$ cat src/design/rv_pkg.sv
// Shared widths, encodings and record types for the RV32I subset hart without loads, stores or jumps
package rv_pkg;

    ////////////////////
    // Widths
    ////////////////////
    localparam int XLEN       = 32;   // Data and address width
    localparam int REG_ADDR_W = 5;    // x0..x31

    ////////////////////
    // Encodings
    ////////////////////

    // Major opcodes kept by this hart, bits [6:0] of the instruction
    typedef enum logic [6:0] {
        OPC_OP     = 7'b011_0011,   // R type ALU
        OPC_OP_IMM = 7'b001_0011,   // I type ALU
        OPC_LUI    = 7'b011_0111,
        OPC_AUIPC  = 7'b001_0111,
        OPC_BRANCH = 7'b110_0011,
        OPC_SYSTEM = 7'b111_0011    // Only ebreak is expected here
    } opcode_e;

    // ALU operation select
    typedef enum logic [3:0] {
        ALU_ADD    = 4'b0000,
        ALU_SUB    = 4'b0001,
        ALU_AND    = 4'b0010,
        ALU_OR     = 4'b0011,
        ALU_XOR    = 4'b0100,
        ALU_SLL    = 4'b0101,
        ALU_SRL    = 4'b0110,
        ALU_SRA    = 4'b0111,
        ALU_SLT    = 4'b1000,
        ALU_SLTU   = 4'b1001,
        ALU_PASS_B = 4'b1010    // Operand 2 straight through, for LUI
    } alu_op_e;

    // Branch condition, signedness travels separately
    typedef enum logic [1:0] {
        BR_EQ = 2'b00,
        BR_NE = 2'b01,
        BR_LT = 2'b10,
        BR_GE = 2'b11
    } br_cond_e;

    typedef enum logic [1:0] {
        IMM_NONE = 2'b00,
        IMM_I    = 2'b01,
        IMM_B    = 2'b10,
        IMM_U    = 2'b11
    } imm_fmt_e;

    // Source of ALU operand 1
    typedef enum logic [1:0] {
        OP1_REG  = 2'b00,   // rs1 data
        OP1_ZERO = 2'b01,   // LUI
        OP1_PC   = 2'b10    // AUIPC
    } op1_sel_e;

    ////////////////////
    // Records
    ////////////////////

    // Control word from the decoder
    typedef struct packed {
        logic     reg_write;    // Write rd on this edge
        logic     alu_src;      // Operand 2 from immediate
        op1_sel_e op1_sel;
        alu_op_e  alu_op;
        logic     branch;       // Conditional branch
        logic     br_unsigned;  // bltu / bgeu
        br_cond_e br_cond;
        logic     halt;         // ebreak
        imm_fmt_e imm_fmt;
    } ctrl_t;

    // One retired instruction
    typedef struct packed {
        logic                  valid;
        logic                  halt;
        logic [XLEN-1:0]       inst;
        logic [XLEN-1:0]       pc;
        logic [XLEN-1:0]       next_pc;
        logic [REG_ADDR_W-1:0] rd_waddr;   // Zero when nothing is written
        logic [XLEN-1:0]       rd_wdata;
    } retire_t;

endpackage

$ cat src/design/pc_unit.sv
// RESET_ADDR must be word aligned and a misaligned branch target is not trapped, only flagged in simulation
`timescale 1ns/10ps

module pc_unit import rv_pkg::*; #(
    parameter logic [XLEN-1:0] RESET_ADDR = '0
) (
    input  logic            clk,
    input  logic            rst_n,        // Synchronous, active high
    input  logic [XLEN-1:0] i_imm,        // B immediate, already sign extended
    input  logic            i_branch,
    input  logic            i_cond_true,
    input  logic            i_halt,
    output logic [XLEN-1:0] o_pc,
    output logic [XLEN-1:0] o_next_pc
);

    logic            br_taken;
    logic [XLEN-1:0] pc_q;

    assign br_taken = i_branch & i_cond_true;   // Only place the branch decision is made

    // Halt wins so the ebreak keeps retiring in place
    assign o_next_pc = i_halt   ? pc_q :
                       br_taken ? pc_q + i_imm :
                                  pc_q + XLEN'(4);

    always_ff @(posedge clk) begin
        if (rst_n) begin
            pc_q <= RESET_ADDR;
        end else begin
            pc_q <= o_next_pc;
        end
    end

    assign o_pc = pc_q;   // Also the fetch address

    // A bad immediate or start address shows up here one edge later
    a_pc_aligned : assert property (@(posedge clk) disable iff (rst_n) pc_q[1:0] == 2'b00)
        else $error("PC not word aligned: %h", pc_q);

endmodule

$ cat src/design/decoder.sv
// Decodes only OP, OP_IMM, LUI, AUIPC, BRANCH and SYSTEM; anything else becomes a no-op with no write
`timescale 1ns/10ps

module decoder import rv_pkg::*; (
    input  logic [XLEN-1:0] i_inst,
    output ctrl_t           o_ctrl
);

    // Everything off, nothing written
    localparam ctrl_t CTRL_NOP = '{
        reg_write:   1'b0,
        alu_src:     1'b0,
        op1_sel:     OP1_REG,
        alu_op:      ALU_ADD,
        branch:      1'b0,
        br_unsigned: 1'b0,
        br_cond:     BR_EQ,
        halt:        1'b0,
        imm_fmt:     IMM_NONE
    };

    opcode_e    opcode;
    logic [2:0] funct3;
    logic       f7_alt;      // funct7 bit 5, sub / sra select
    logic       imm_alt;     // Only srai uses it among immediates

    assign opcode  = opcode_e'(i_inst[6:0]);
    assign funct3  = i_inst[14:12];
    assign f7_alt  = i_inst[30];
    assign imm_alt = i_inst[30] & (funct3 == 3'b101);   // addi has no subtract form

    // funct3 to ALU operation, shared by R and I types
    function automatic alu_op_e alu_from_funct(input logic [2:0] f3, input logic alt);
        case (f3)
            3'b000:  return alt ? ALU_SUB : ALU_ADD;
            3'b001:  return ALU_SLL;
            3'b010:  return ALU_SLT;
            3'b011:  return ALU_SLTU;
            3'b100:  return ALU_XOR;
            3'b101:  return alt ? ALU_SRA : ALU_SRL;
            3'b110:  return ALU_OR;
            default: return ALU_AND;
        endcase
    endfunction

    always_comb begin
        o_ctrl = CTRL_NOP;
        case (opcode)
            OPC_OP: begin
                o_ctrl.reg_write = 1'b1;
                o_ctrl.alu_op    = alu_from_funct(funct3, f7_alt);
            end
            OPC_OP_IMM: begin
                o_ctrl.reg_write = 1'b1;
                o_ctrl.alu_src   = 1'b1;
                o_ctrl.imm_fmt   = IMM_I;
                o_ctrl.alu_op    = alu_from_funct(funct3, imm_alt);
            end
            OPC_LUI: begin
                o_ctrl.reg_write = 1'b1;
                o_ctrl.alu_src   = 1'b1;
                o_ctrl.op1_sel   = OP1_ZERO;
                o_ctrl.alu_op    = ALU_PASS_B;
                o_ctrl.imm_fmt   = IMM_U;
            end
            OPC_AUIPC: begin
                o_ctrl.reg_write = 1'b1;
                o_ctrl.alu_src   = 1'b1;
                o_ctrl.op1_sel   = OP1_PC;     // pc + upper immediate
                o_ctrl.imm_fmt   = IMM_U;
            end
            OPC_BRANCH: begin
                // funct3 010 and 011 are not branches, left as no-op
                o_ctrl.branch      = (funct3[2:1] != 2'b01);
                o_ctrl.br_unsigned = funct3[1];                   // bltu, bgeu
                o_ctrl.alu_op      = funct3[1] ? ALU_SLTU : ALU_SLT;
                o_ctrl.imm_fmt     = IMM_B;
                case ({funct3[2], funct3[0]})
                    2'b00:   o_ctrl.br_cond = BR_EQ;
                    2'b01:   o_ctrl.br_cond = BR_NE;
                    2'b10:   o_ctrl.br_cond = BR_LT;   // blt, bltu
                    default: o_ctrl.br_cond = BR_GE;   // bge, bgeu
                endcase
            end
            OPC_SYSTEM: begin
                o_ctrl.halt = 1'b1;   // Treated as ebreak
            end
            default: begin
                o_ctrl = CTRL_NOP;
            end
        endcase
    end

    // A halting instruction must never touch the register file
    always_comb begin
        a_halt_no_write : assert (!(o_ctrl.halt && o_ctrl.reg_write))
            else $error("halt and reg_write both set for %h", i_inst);
    end

endmodule

$ cat src/design/imm_gen.sv
// Builds I, B and U immediates only; S and J formats are not supported by this hart
`timescale 1ns/10ps

module imm_gen import rv_pkg::*; (
    input  logic [XLEN-1:0] i_inst,
    input  imm_fmt_e        i_fmt,
    output logic [XLEN-1:0] o_imm
);

    logic [XLEN-1:0] imm_i;
    logic [XLEN-1:0] imm_b;
    logic [XLEN-1:0] imm_u;

    // I type, inst[31:20] sign extended
    assign imm_i = {{20{i_inst[31]}}, i_inst[31:20]};

    // B type, scattered bits and LSB forced low
    assign imm_b = {{19{i_inst[31]}},
                    i_inst[31],        // imm[12]
                    i_inst[7],         // imm[11]
                    i_inst[30:25],     // imm[10:5]
                    i_inst[11:8],      // imm[4:1]
                    1'b0};

    // U type, upper 20 bits with low 12 cleared
    assign imm_u = {i_inst[31:12], 12'b0};

    always_comb begin
        case (i_fmt)
            IMM_I:   o_imm = imm_i;
            IMM_B:   o_imm = imm_b;
            IMM_U:   o_imm = imm_u;
            default: o_imm = '0;   // R type and SYSTEM
        endcase
    end

endmodule

$ cat src/design/regfile.sv
// Reads are combinational with no write bypass; a read in the writing cycle returns the old value
`timescale 1ns/10ps

module regfile import rv_pkg::*; (
    input  logic                  clk,
    input  logic                  rst_n,        // Synchronous, active high
    input  logic [REG_ADDR_W-1:0] i_rs1_raddr,
    input  logic [REG_ADDR_W-1:0] i_rs2_raddr,
    input  logic [REG_ADDR_W-1:0] i_rd_waddr,
    input  logic                  i_rd_wen,
    input  logic [XLEN-1:0]       i_rd_wdata,
    output logic [XLEN-1:0]       o_rs1_rdata,
    output logic [XLEN-1:0]       o_rs2_rdata
);

    logic [XLEN-1:0] regs [32];   // x0 entry cleared by reset, never written

    always_ff @(posedge clk) begin
        if (rst_n) begin
            for (int i = 0; i < 32; i++) begin
                regs[i] <= '0;
            end
        end else if (i_rd_wen && (i_rd_waddr != '0)) begin
            regs[i_rd_waddr] <= i_rd_wdata;   // Writes to x0 dropped
        end
    end

    // x0 comes from its cleared entry
    assign o_rs1_rdata = regs[i_rs1_raddr];
    assign o_rs2_rdata = regs[i_rs2_raddr];

    ////////////////////
    // Checks
    ////////////////////

    // Holds even after an instruction has targeted x0 on an earlier edge
    a_x0_zero : assert property (@(posedge clk) disable iff (rst_n)
        ((i_rs1_raddr == '0) |-> (o_rs1_rdata == '0)) and
        ((i_rs2_raddr == '0) |-> (o_rs2_rdata == '0)))
        else $error("x0 read back non-zero");

endmodule

$ cat src/design/alu.sv
// Shift amount is the low 5 bits of operand 2; SLT/SLTU results ignore i_br_unsigned
`timescale 1ns/10ps

module alu import rv_pkg::*; (
    input  alu_op_e         i_op,
    input  logic            i_br_unsigned,
    input  br_cond_e        i_br_cond,
    input  logic [XLEN-1:0] i_op1,
    input  logic [XLEN-1:0] i_op2,
    output logic [XLEN-1:0] o_result,
    output logic            o_cond_true
);

    logic [4:0] shamt;
    logic       eq;
    logic       lt_s;      // Signed less than
    logic       lt_u;      // Unsigned less than
    logic       lt_br;     // Less than for the branch

    assign shamt = i_op2[4:0];

    ////////////////////
    // Compares
    ////////////////////
    assign eq    = (i_op1 == i_op2);
    assign lt_s  = ($signed(i_op1) < $signed(i_op2));
    assign lt_u  = (i_op1 < i_op2);
    assign lt_br = i_br_unsigned ? lt_u : lt_s;

    ////////////////////
    // Result
    ////////////////////
    always_comb begin
        case (i_op)
            ALU_ADD:    o_result = i_op1 + i_op2;    // Carry out dropped
            ALU_SUB:    o_result = i_op1 - i_op2;
            ALU_AND:    o_result = i_op1 & i_op2;
            ALU_OR:     o_result = i_op1 | i_op2;
            ALU_XOR:    o_result = i_op1 ^ i_op2;
            ALU_SLL:    o_result = i_op1 << shamt;
            ALU_SRL:    o_result = i_op1 >> shamt;
            ALU_SRA:    o_result = $unsigned($signed(i_op1) >>> shamt);
            ALU_SLT:    o_result = {{(XLEN-1){1'b0}}, lt_s};
            ALU_SLTU:   o_result = {{(XLEN-1){1'b0}}, lt_u};
            ALU_PASS_B: o_result = i_op2;            // LUI
            default:    o_result = '0;
        endcase
    end

    // Branch condition
    always_comb begin
        case (i_br_cond)
            BR_EQ:   o_cond_true = eq;
            BR_NE:   o_cond_true = ~eq;
            BR_LT:   o_cond_true = lt_br;
            default: o_cond_true = ~lt_br;   // BGE, BGEU
        endcase
    end

endmodule

$ cat src/design/hart_core.sv
// Single-cycle RV32I subset hart with a combinational instruction port and no stall or trap support
`timescale 1ns/10ps

module hart_core import rv_pkg::*; #(
    parameter logic [XLEN-1:0] RESET_ADDR = 32'h0000_0000   // Must be word aligned
) (
    input  logic            clk,
    input  logic            rst_n,          // Synchronous, active high
    input  logic [XLEN-1:0] i_imem_rdata,   // Same-cycle instruction word
    output logic [XLEN-1:0] o_imem_raddr,
    output retire_t         o_retire
);

    ctrl_t           ctrl;
    logic [XLEN-1:0] pc;
    logic [XLEN-1:0] next_pc;
    logic [XLEN-1:0] imm;
    logic [XLEN-1:0] rs1_rdata;
    logic [XLEN-1:0] rs2_rdata;
    logic [XLEN-1:0] op1;
    logic [XLEN-1:0] op2;
    logic [XLEN-1:0] alu_result;
    logic            cond_true;

    logic [REG_ADDR_W-1:0] rs1_addr;
    logic [REG_ADDR_W-1:0] rs2_addr;
    logic [REG_ADDR_W-1:0] rd_addr;

    assign rs1_addr = i_imem_rdata[19:15];
    assign rs2_addr = i_imem_rdata[24:20];
    assign rd_addr  = i_imem_rdata[11:7];

    ////////////////////
    // Fetch
    ////////////////////
    pc_unit #(.RESET_ADDR(RESET_ADDR)) pc_unit_i (
        .clk        (clk),
        .rst_n      (rst_n),
        .i_imm      (imm),
        .i_branch   (ctrl.branch),
        .i_cond_true(cond_true),
        .i_halt     (ctrl.halt),
        .o_pc       (pc),
        .o_next_pc  (next_pc)
    );

    assign o_imem_raddr = pc;

    ////////////////////
    // Decode and read
    ////////////////////
    decoder decoder_i (.i_inst(i_imem_rdata), .o_ctrl(ctrl));

    imm_gen imm_gen_i (.i_inst(i_imem_rdata), .i_fmt(ctrl.imm_fmt), .o_imm(imm));

    regfile regfile_i (
        .clk        (clk),
        .rst_n      (rst_n),
        .i_rs1_raddr(rs1_addr),
        .i_rs2_raddr(rs2_addr),
        .i_rd_waddr (rd_addr),
        .i_rd_wen   (ctrl.reg_write),
        .i_rd_wdata (alu_result),   // No load path, ALU is the only source
        .o_rs1_rdata(rs1_rdata),
        .o_rs2_rdata(rs2_rdata)
    );

    ////////////////////
    // Execute
    ////////////////////
    always_comb begin
        case (ctrl.op1_sel)
            OP1_ZERO: op1 = '0;
            OP1_PC:   op1 = pc;
            default:  op1 = rs1_rdata;
        endcase
    end

    assign op2 = ctrl.alu_src ? imm : rs2_rdata;   // Branches compare registers

    alu alu_i (
        .i_op         (ctrl.alu_op),
        .i_br_unsigned(ctrl.br_unsigned),
        .i_br_cond    (ctrl.br_cond),
        .i_op1        (op1),
        .i_op2        (op2),
        .o_result     (alu_result),
        .o_cond_true  (cond_true)
    );

    // Retire record, combinational from the current instruction
    assign o_retire.valid    = ~rst_n;
    assign o_retire.halt     = ctrl.halt;
    assign o_retire.inst     = i_imem_rdata;
    assign o_retire.pc       = pc;
    assign o_retire.next_pc  = next_pc;
    assign o_retire.rd_waddr = ctrl.reg_write ? rd_addr : '0;
    assign o_retire.rd_wdata = alu_result;

endmodule

$ cat config.mk
export PLATFORM = sky130hd
export DESIGN_NAME = hart_core
export DESIGN_NICKNAME = d
export VERILOG_FILES = /design/src/design/rv_pkg.sv /design/src/design/pc_unit.sv /design/src/design/decoder.sv /design/src/design/imm_gen.sv /design/src/design/regfile.sv /design/src/design/alu.sv /design/src/design/hart_core.sv
export SDC_FILE = /design/constraint.sdc
export NUM_CORES = 2
export LEC_CHECK = 0
export BUFFER_PORTS_ARGS = -buffer_cell sky130_fd_sc_hd__buf_2
export CAP_MARGIN = 20
export CELL_PAD_IN_SITES_DETAIL_PLACEMENT = 1
export CELL_PAD_IN_SITES_GLOBAL_PLACEMENT = 1
export CORE_ASPECT_RATIO = 1.1
export CORE_MARGIN = 2
export CORE_UTILIZATION = 40
export CTS_CLUSTER_SIZE = 16
export DETAILED_ROUTE_END_ITERATION = 10
export PLACE_DENSITY_LB_ADDON = 0.25
export RECOVER_POWER = 50
export SLEW_MARGIN = 20
export SYNTH_ARGS = -nofsm -noshare
export SYNTH_HDL_FRONTEND = slang
export SYNTH_SLANG_ARGS = --single-unit
$ cat constraint.sdc
create_clock -name clk -period 12.6 [get_ports clk]
set_input_delay 1.89 -clock clk [delete_from_list [all_inputs] [get_ports clk]]
set_output_delay 1.89 -clock clk [all_outputs]
set_load 0.01 [all_outputs]
# Yosys cells after proc, flatten, opt, wreduce, memory -nomap -nowiden
# Memories as Yosys holds them, arrays and structs flattened.
# Index checks and enable logic that the tools add are counted.
# totals
ramBits	1024
memories	1
reg_bits	32
output_inout_bits	167
word_cells	94
inputBits	34
# memory_table
memory	words	width	read_ports	rd_clocked_by_memory_dff	write_ports	line	source
regfile_i.regs	32	32	2	0	32	regfile.sv:16	logic [XLEN-1:0] regs [32];
# op_classes
shifts	3
bitwise_logic	8
eq_ne	33
n_addsub	4
reduce_logical	10
n_mux	32
n_lt_le_gt_ge	2
# ops
cell	n
one-hot mux 32 bit (11 select lines)	1
2-to-1 mux 32 bit	4
one-hot mux 32 bit (3 select lines)	1
adder 32 bit	2
< comparator 32 bit	2
one-hot mux 32 bit (2 select lines)	1
one-hot mux 4 bit (7 select lines)	2
adder 32 x 3 -> 32 bit, second input constant	1
AND 32 bit	1
equality test 32 bit	1
bitwise OR 32 bit	1
OR reduction 32 bit	1
<< shifter 32 x 5 -> 32 bit	1
>> shifter 32 x 5 -> 32 bit	1
>>> shifter 32 x 5 -> 32 bit	1
subtractor 32 bit	1
XOR 32 bit	1
equality test 4 x 3 -> 1 bit, second input constant	4
one-hot mux 4 bit (4 select lines)	1
2-to-1 mux 1 bit	15
equality test 7 x 5 -> 1 bit, second input constant	2
equality test 7 x 6 -> 1 bit, second input constant	2
equality test 7 bit, second input constant	2
equality test 4 bit, second input constant	3
23 further kinds	40

# Longest topological paths before layout
# depth
word_depth	13
depth_mapped	30
mapped_depth_nobuf	24

# Hierarchy
# Synthesis repeated with hierarchy kept, for this count alone.
# hier_totals
cells_unflattened	6775
area_unflattened_um2	70906.8
# modules_own_cells
mod	seq_area_each_um2	n_inst	cells_each	area_per_inst_um2
regfile	30749.5	1	4605	55888.6
alu	0.0	1	1323	9039.9
pc_unit	640.6	1	534	3781.1
hart_core	0.0	1	214	1524.0
imm_gen	0.0	1	64	475.5
decoder	0.0	1	35	197.7

# Worst setup path after synthesis
# OpenSTA, ideal clock, no wires.
# synth_timing
kind	input port to output port
startpoint	in i_imem_rdata[20]
endpoint	out o_retire[50] (netlist name)
setup_slack_ps	2119
path_buffers	10
stages	25
t_required_ps	10710
t_arrival_ps	8591
path_cell_list	buf_6 -> buf_6 -> buf_6 -> buf_2 -> buf_2 -> clkbuf_1 -> buf_1 -> mux4_2 -> mux4_2 -> mux2i_1 -> o21ai_0 -> ha_1 -> clkbuf_1 -> and3b_1 -> a221oi_1 -> nand2_1 -> a2111oi_2 -> nor3_1 -> or4_1 -> a211oi_1 -> o211a_1 -> buf_2 -> buf_1 -> a21oi_1 -> o21ai_0
# synth_lines
item	line	source
from (decl)	hart_core.sv:9	input logic [XLEN-1:0] i_imem_rdata,
to (decl)	hart_core.sv:11	output retire_t o_retire

==> results.yml <==
timing:
  skew_ns: 0.0722
  max_clock_freq_mhz: 84.3
  finalSetupViolations: 0
  grt_setup_unrepaired: "no"
  fin_crit_sh_pct: 94.1
  finalHoldViolations: 0
  min_period_ns: 11.86
  worstMarginPinSlew_ns: 4.99
  timing.hold.ws_ns: 0.696
  slew_viol_final: 1140
  slew_headroom_pct: -232
  final.setup.tns_ns: 0
yosys:
  synthXorXnorAreaFrac_pct: 0.599
  synthTopCellsByCount: "1024 x edfxtp_1, 972 x nor2_1, 528 x mux2i_1"
  ys_types: 97
  syn-instance-count: 6084
  synth_area_leaders: "edfxtp_1 46%, mux4_2 12%, mux2i_1 7.9%, nor2_1 5.4%, a22oi_1 2.9%"
  synth_top_family_by_area: "multiplexers"
  synth_simple_gate_area_share_pct: 12.0
  netlist_area_sq_mm: 0.0672
  synthMuxAreaShare_pct: 19.6
  synth_top_area_share_pct: 45.7
  yosys_warnings: 0
  synth_compound_area_share_pct: 13.1
  yosys.area_share.adder_pct: 2.60
  yosysMostFrequentCell: "edfxtp_1"
  synth_edf_count: 1024
  synth.avg_cell_area_sq_um: 11.0
  yosysSeqAreaShare_pct: 46.7
  synth_flop_cell: "edfxtp_1"
  synth.largest_area_cell: "edfxtp_1"
  ys_ff_latch: 1056
  synthArstFlopShare_pct: 0
outcome:
  violations: "capacitance limit, slew limit"
  status: "finished, violations left"
routing:
  drtAntennaViolNets: 0
  drt_iter0_drc: 7884
  dr.pass1.iters: 6
  vias: 58400
  wl_per_cell_um: 40.3
  vias_per_cell: 6.96
  drc: 0
  routed_wirelength_um: 339000
place:
  port-buffer-count: 200
  place_area_sq_mm: 0.0712
  dpl.hpwl_um: 223000
  place_congestion: 1.06
floorplan:
  core_area_sq_mm: 0.167
  io_pins: 201
  die-height_um: 434
  initial_core_util_pct: 40.3
  die_x_um: 395
  core.rowCount: 157
  die_area_sq_mm: 0.171
cells_and_area:
  area_growth_pct: 10.7
  layout.nets: 6244
  fillers: 17800
  drive_above_1_share_pct: 16.1
  fin_area_sq_mm: 0.0744
power_and_ir_drop:
  p_sw_share_pct: 36.5
  p_seq_share_pct: 38.5
  power_frac_comb_pct: 29.4
  switchingPower_mw: 3.84
  p_leak_nw: 28.3
  powerDensity_mw_per_mm2: 141
  p_int_mw: 6.67
  vdd.ir_drop.worst_uv: 122
  clock_power_share_pct: 32.1
worst_setup_path:
  rr_worst_depth: 18
  required_ns: 10.71
  crit_path_start: "i_imem_rdata[18]"
  crit_path_max_fanout: 18
  r2r-start: "regfile_i.regs[31][5]"
  cp_cell_sequence: "clkbuf_1, inv_1, nor2_4, buf_4, nand3_1, nand4_1, a22o_1, ha_1, nor2_1, and3_1, nand3_1, nor4_1, xnor2_1, nor3_1, a31o_2, o211a_1, buf_4, or4_1, o221ai_1, buf_2"
  cp.arrival_ns: 9.97
  crit_path_max_incr_delay_ns: 0.98
  critPathKind: "in -> out"
  crit_end: "o_retire[43]"
  start_kind: "input port"
  r2r-end: "regfile_i.regs[23][26]"
  rrSetupSlack_ns: 5.10
  crit_path_top_delay_cell: "nor2_4"
  worstSetupEndpointType: "output pin"
global_route:
  antenna_found_initial: 16
  grt_overflow: 0
  grt_max_degree: 82
  grt_first_pass_wirelength_um: 464000
  grt_pass1_vias: 57800
  grt_use_total_pct: 38.6
min_path:
  hp-class: "reg -> reg"
clock_tree:
  cts.repair.resized: 0
  tritoncts: "done"
  post_cts_buffers: 0
  clk_path_buf_depth: 3
  hold_buffers: 0
  clk_pin_slew_worst_paths_ns: 0.06
  clock_sinks: 1056
  root_buffer: "clkbuf_16"
  clock_latency_ns: 0.82
  cts_buffers: 113
  htree_levels: 3
job:
  drv_cap: 47
[power by group through the flow]
stage | combinational (mW) | sequential, mW | clock [mW]
5_1_grt | 3.19 | 4.06 | 3.50
3_5_place_dp | 2.98 | 4.10 | 0
6_report | 3.09 | 4.05 | 3.37
4_1_cts | 2.99 | 4.03 | 3.39
2_1_floorplan | 1.75 | 4.08 | 0
3_3_place_gp | 2.97 | 4.09 | 0
[per-layer routing]
metal	GRT usage, %	up-vias	wire (um)	part of all wire, %
met5	0	-	87	0.026
met4	27.5	12	28100	8.3
met3	9.12	1123	38100	11
met2	58.6	4211	148000	44
met1	48.5	30100	124000	37
li1	-	23000	-	-
[registers in the layout, indices dropped and copies added (netlist names)]
register and count:
pc_unit_i.o_pc 32, regfile_i.regs 1024
[layout make-up]
class / instances / area (sq um) / share of cell area, %
multi-input cells: 4254 / 32800 / 44.1
flip-flops and latches: 1056 / 31400 / 42.2
repair buffers: 483 / 3170 / 4.27
clock buffers: 137 / 2940 / 3.95
well taps: 2226 / 2790 / 3.74
clock inverters: 72 / 669 / 0.900
inverters: 164 / 619 / 0.832
diodes: 3 / 7.51 / 0.0101
[cell usage in the layout, fill, tap and decap left out, types with 23 or more instances in the layout]
cell type,netlist,routed
nand3_1,234,234
nand4_1,23,23
o211ai_1,47,47
o21bai_1,25,25
and3_1,26,25
clkbuf_16,0,114
a22oi_1,263,263
nand2_2,0,23
and2_1,42,39
nor2_2,29,30
edfxtp_1,1024,1024
nand2_1,316,293
buf_4,97,200
conb_1,1,32
a31oi_1,68,65
clkinv_1,1,34
buf_12,0,26
nor3_1,98,95
ha_1,135,135
mux4_2,346,346
a211oi_1,59,56
clkbuf_1,364,164
a21oi_1,323,318
xnor2_1,32,32
a21o_1,40,40
inv_1,154,153
dfxtp_1,32,32
o21ai_0,186,183
buf_2,120,111
nor2_1,972,966
mux2i_1,528,527
[critical path: cells and delay by family]
| family | cells | cell delay [ns] |
|---|---|---|
| XOR/XNOR | 1 | 0.18 |
| AND/OR/NAND/NOR | 9 | 3.70 |
| AO/OA/AOI/OAI | 4 | 1.53 |
| adder cells (fa/ha/maj) | 1 | 0.50 |
| buffers and inverters | 5 | 2.09 |
[worst min-delay path by stage]
stage                             startpoint                  to  depth (start not counted)
final                     pc_unit_i.o_pc[31]  pc_unit_i.o_pc[31]                          2
after CTS                 pc_unit_i.o_pc[31]  pc_unit_i.o_pc[31]                          2
after floorplan           pc_unit_i.o_pc[31]  pc_unit_i.o_pc[31]                          2
after detailed placement  pc_unit_i.o_pc[31]  pc_unit_i.o_pc[31]                          2
after global placement    pc_unit_i.o_pc[31]  pc_unit_i.o_pc[31]                          2
after global routing      pc_unit_i.o_pc[31]  pc_unit_i.o_pc[31]                          2
[logic make-up after synthesis]
logic type                 Yosys count
adders and majority gates          138
xor gates and xnor gates            46
muxes                              885
and+or+nand+nor                   1852
other                                1
DFF                               1056
buffers and inverters              805
AOI/OAI and AO/OA                 1301
[through the flow]
step                total power, mW  setup slack [ns]  util, %  cells
floorplan                      5.83              2.12        -   6115
global placement               7.06              1.15     42.7   8182
detailed placement             7.09              1.05     42.7   8182
CTS                            10.4              1.02     44.9   8391
global route                   10.8             0.583     44.6   8392
finish                         10.5             0.742     44.6   8395
No activity file was read; power rests on OpenSTA's default activity.
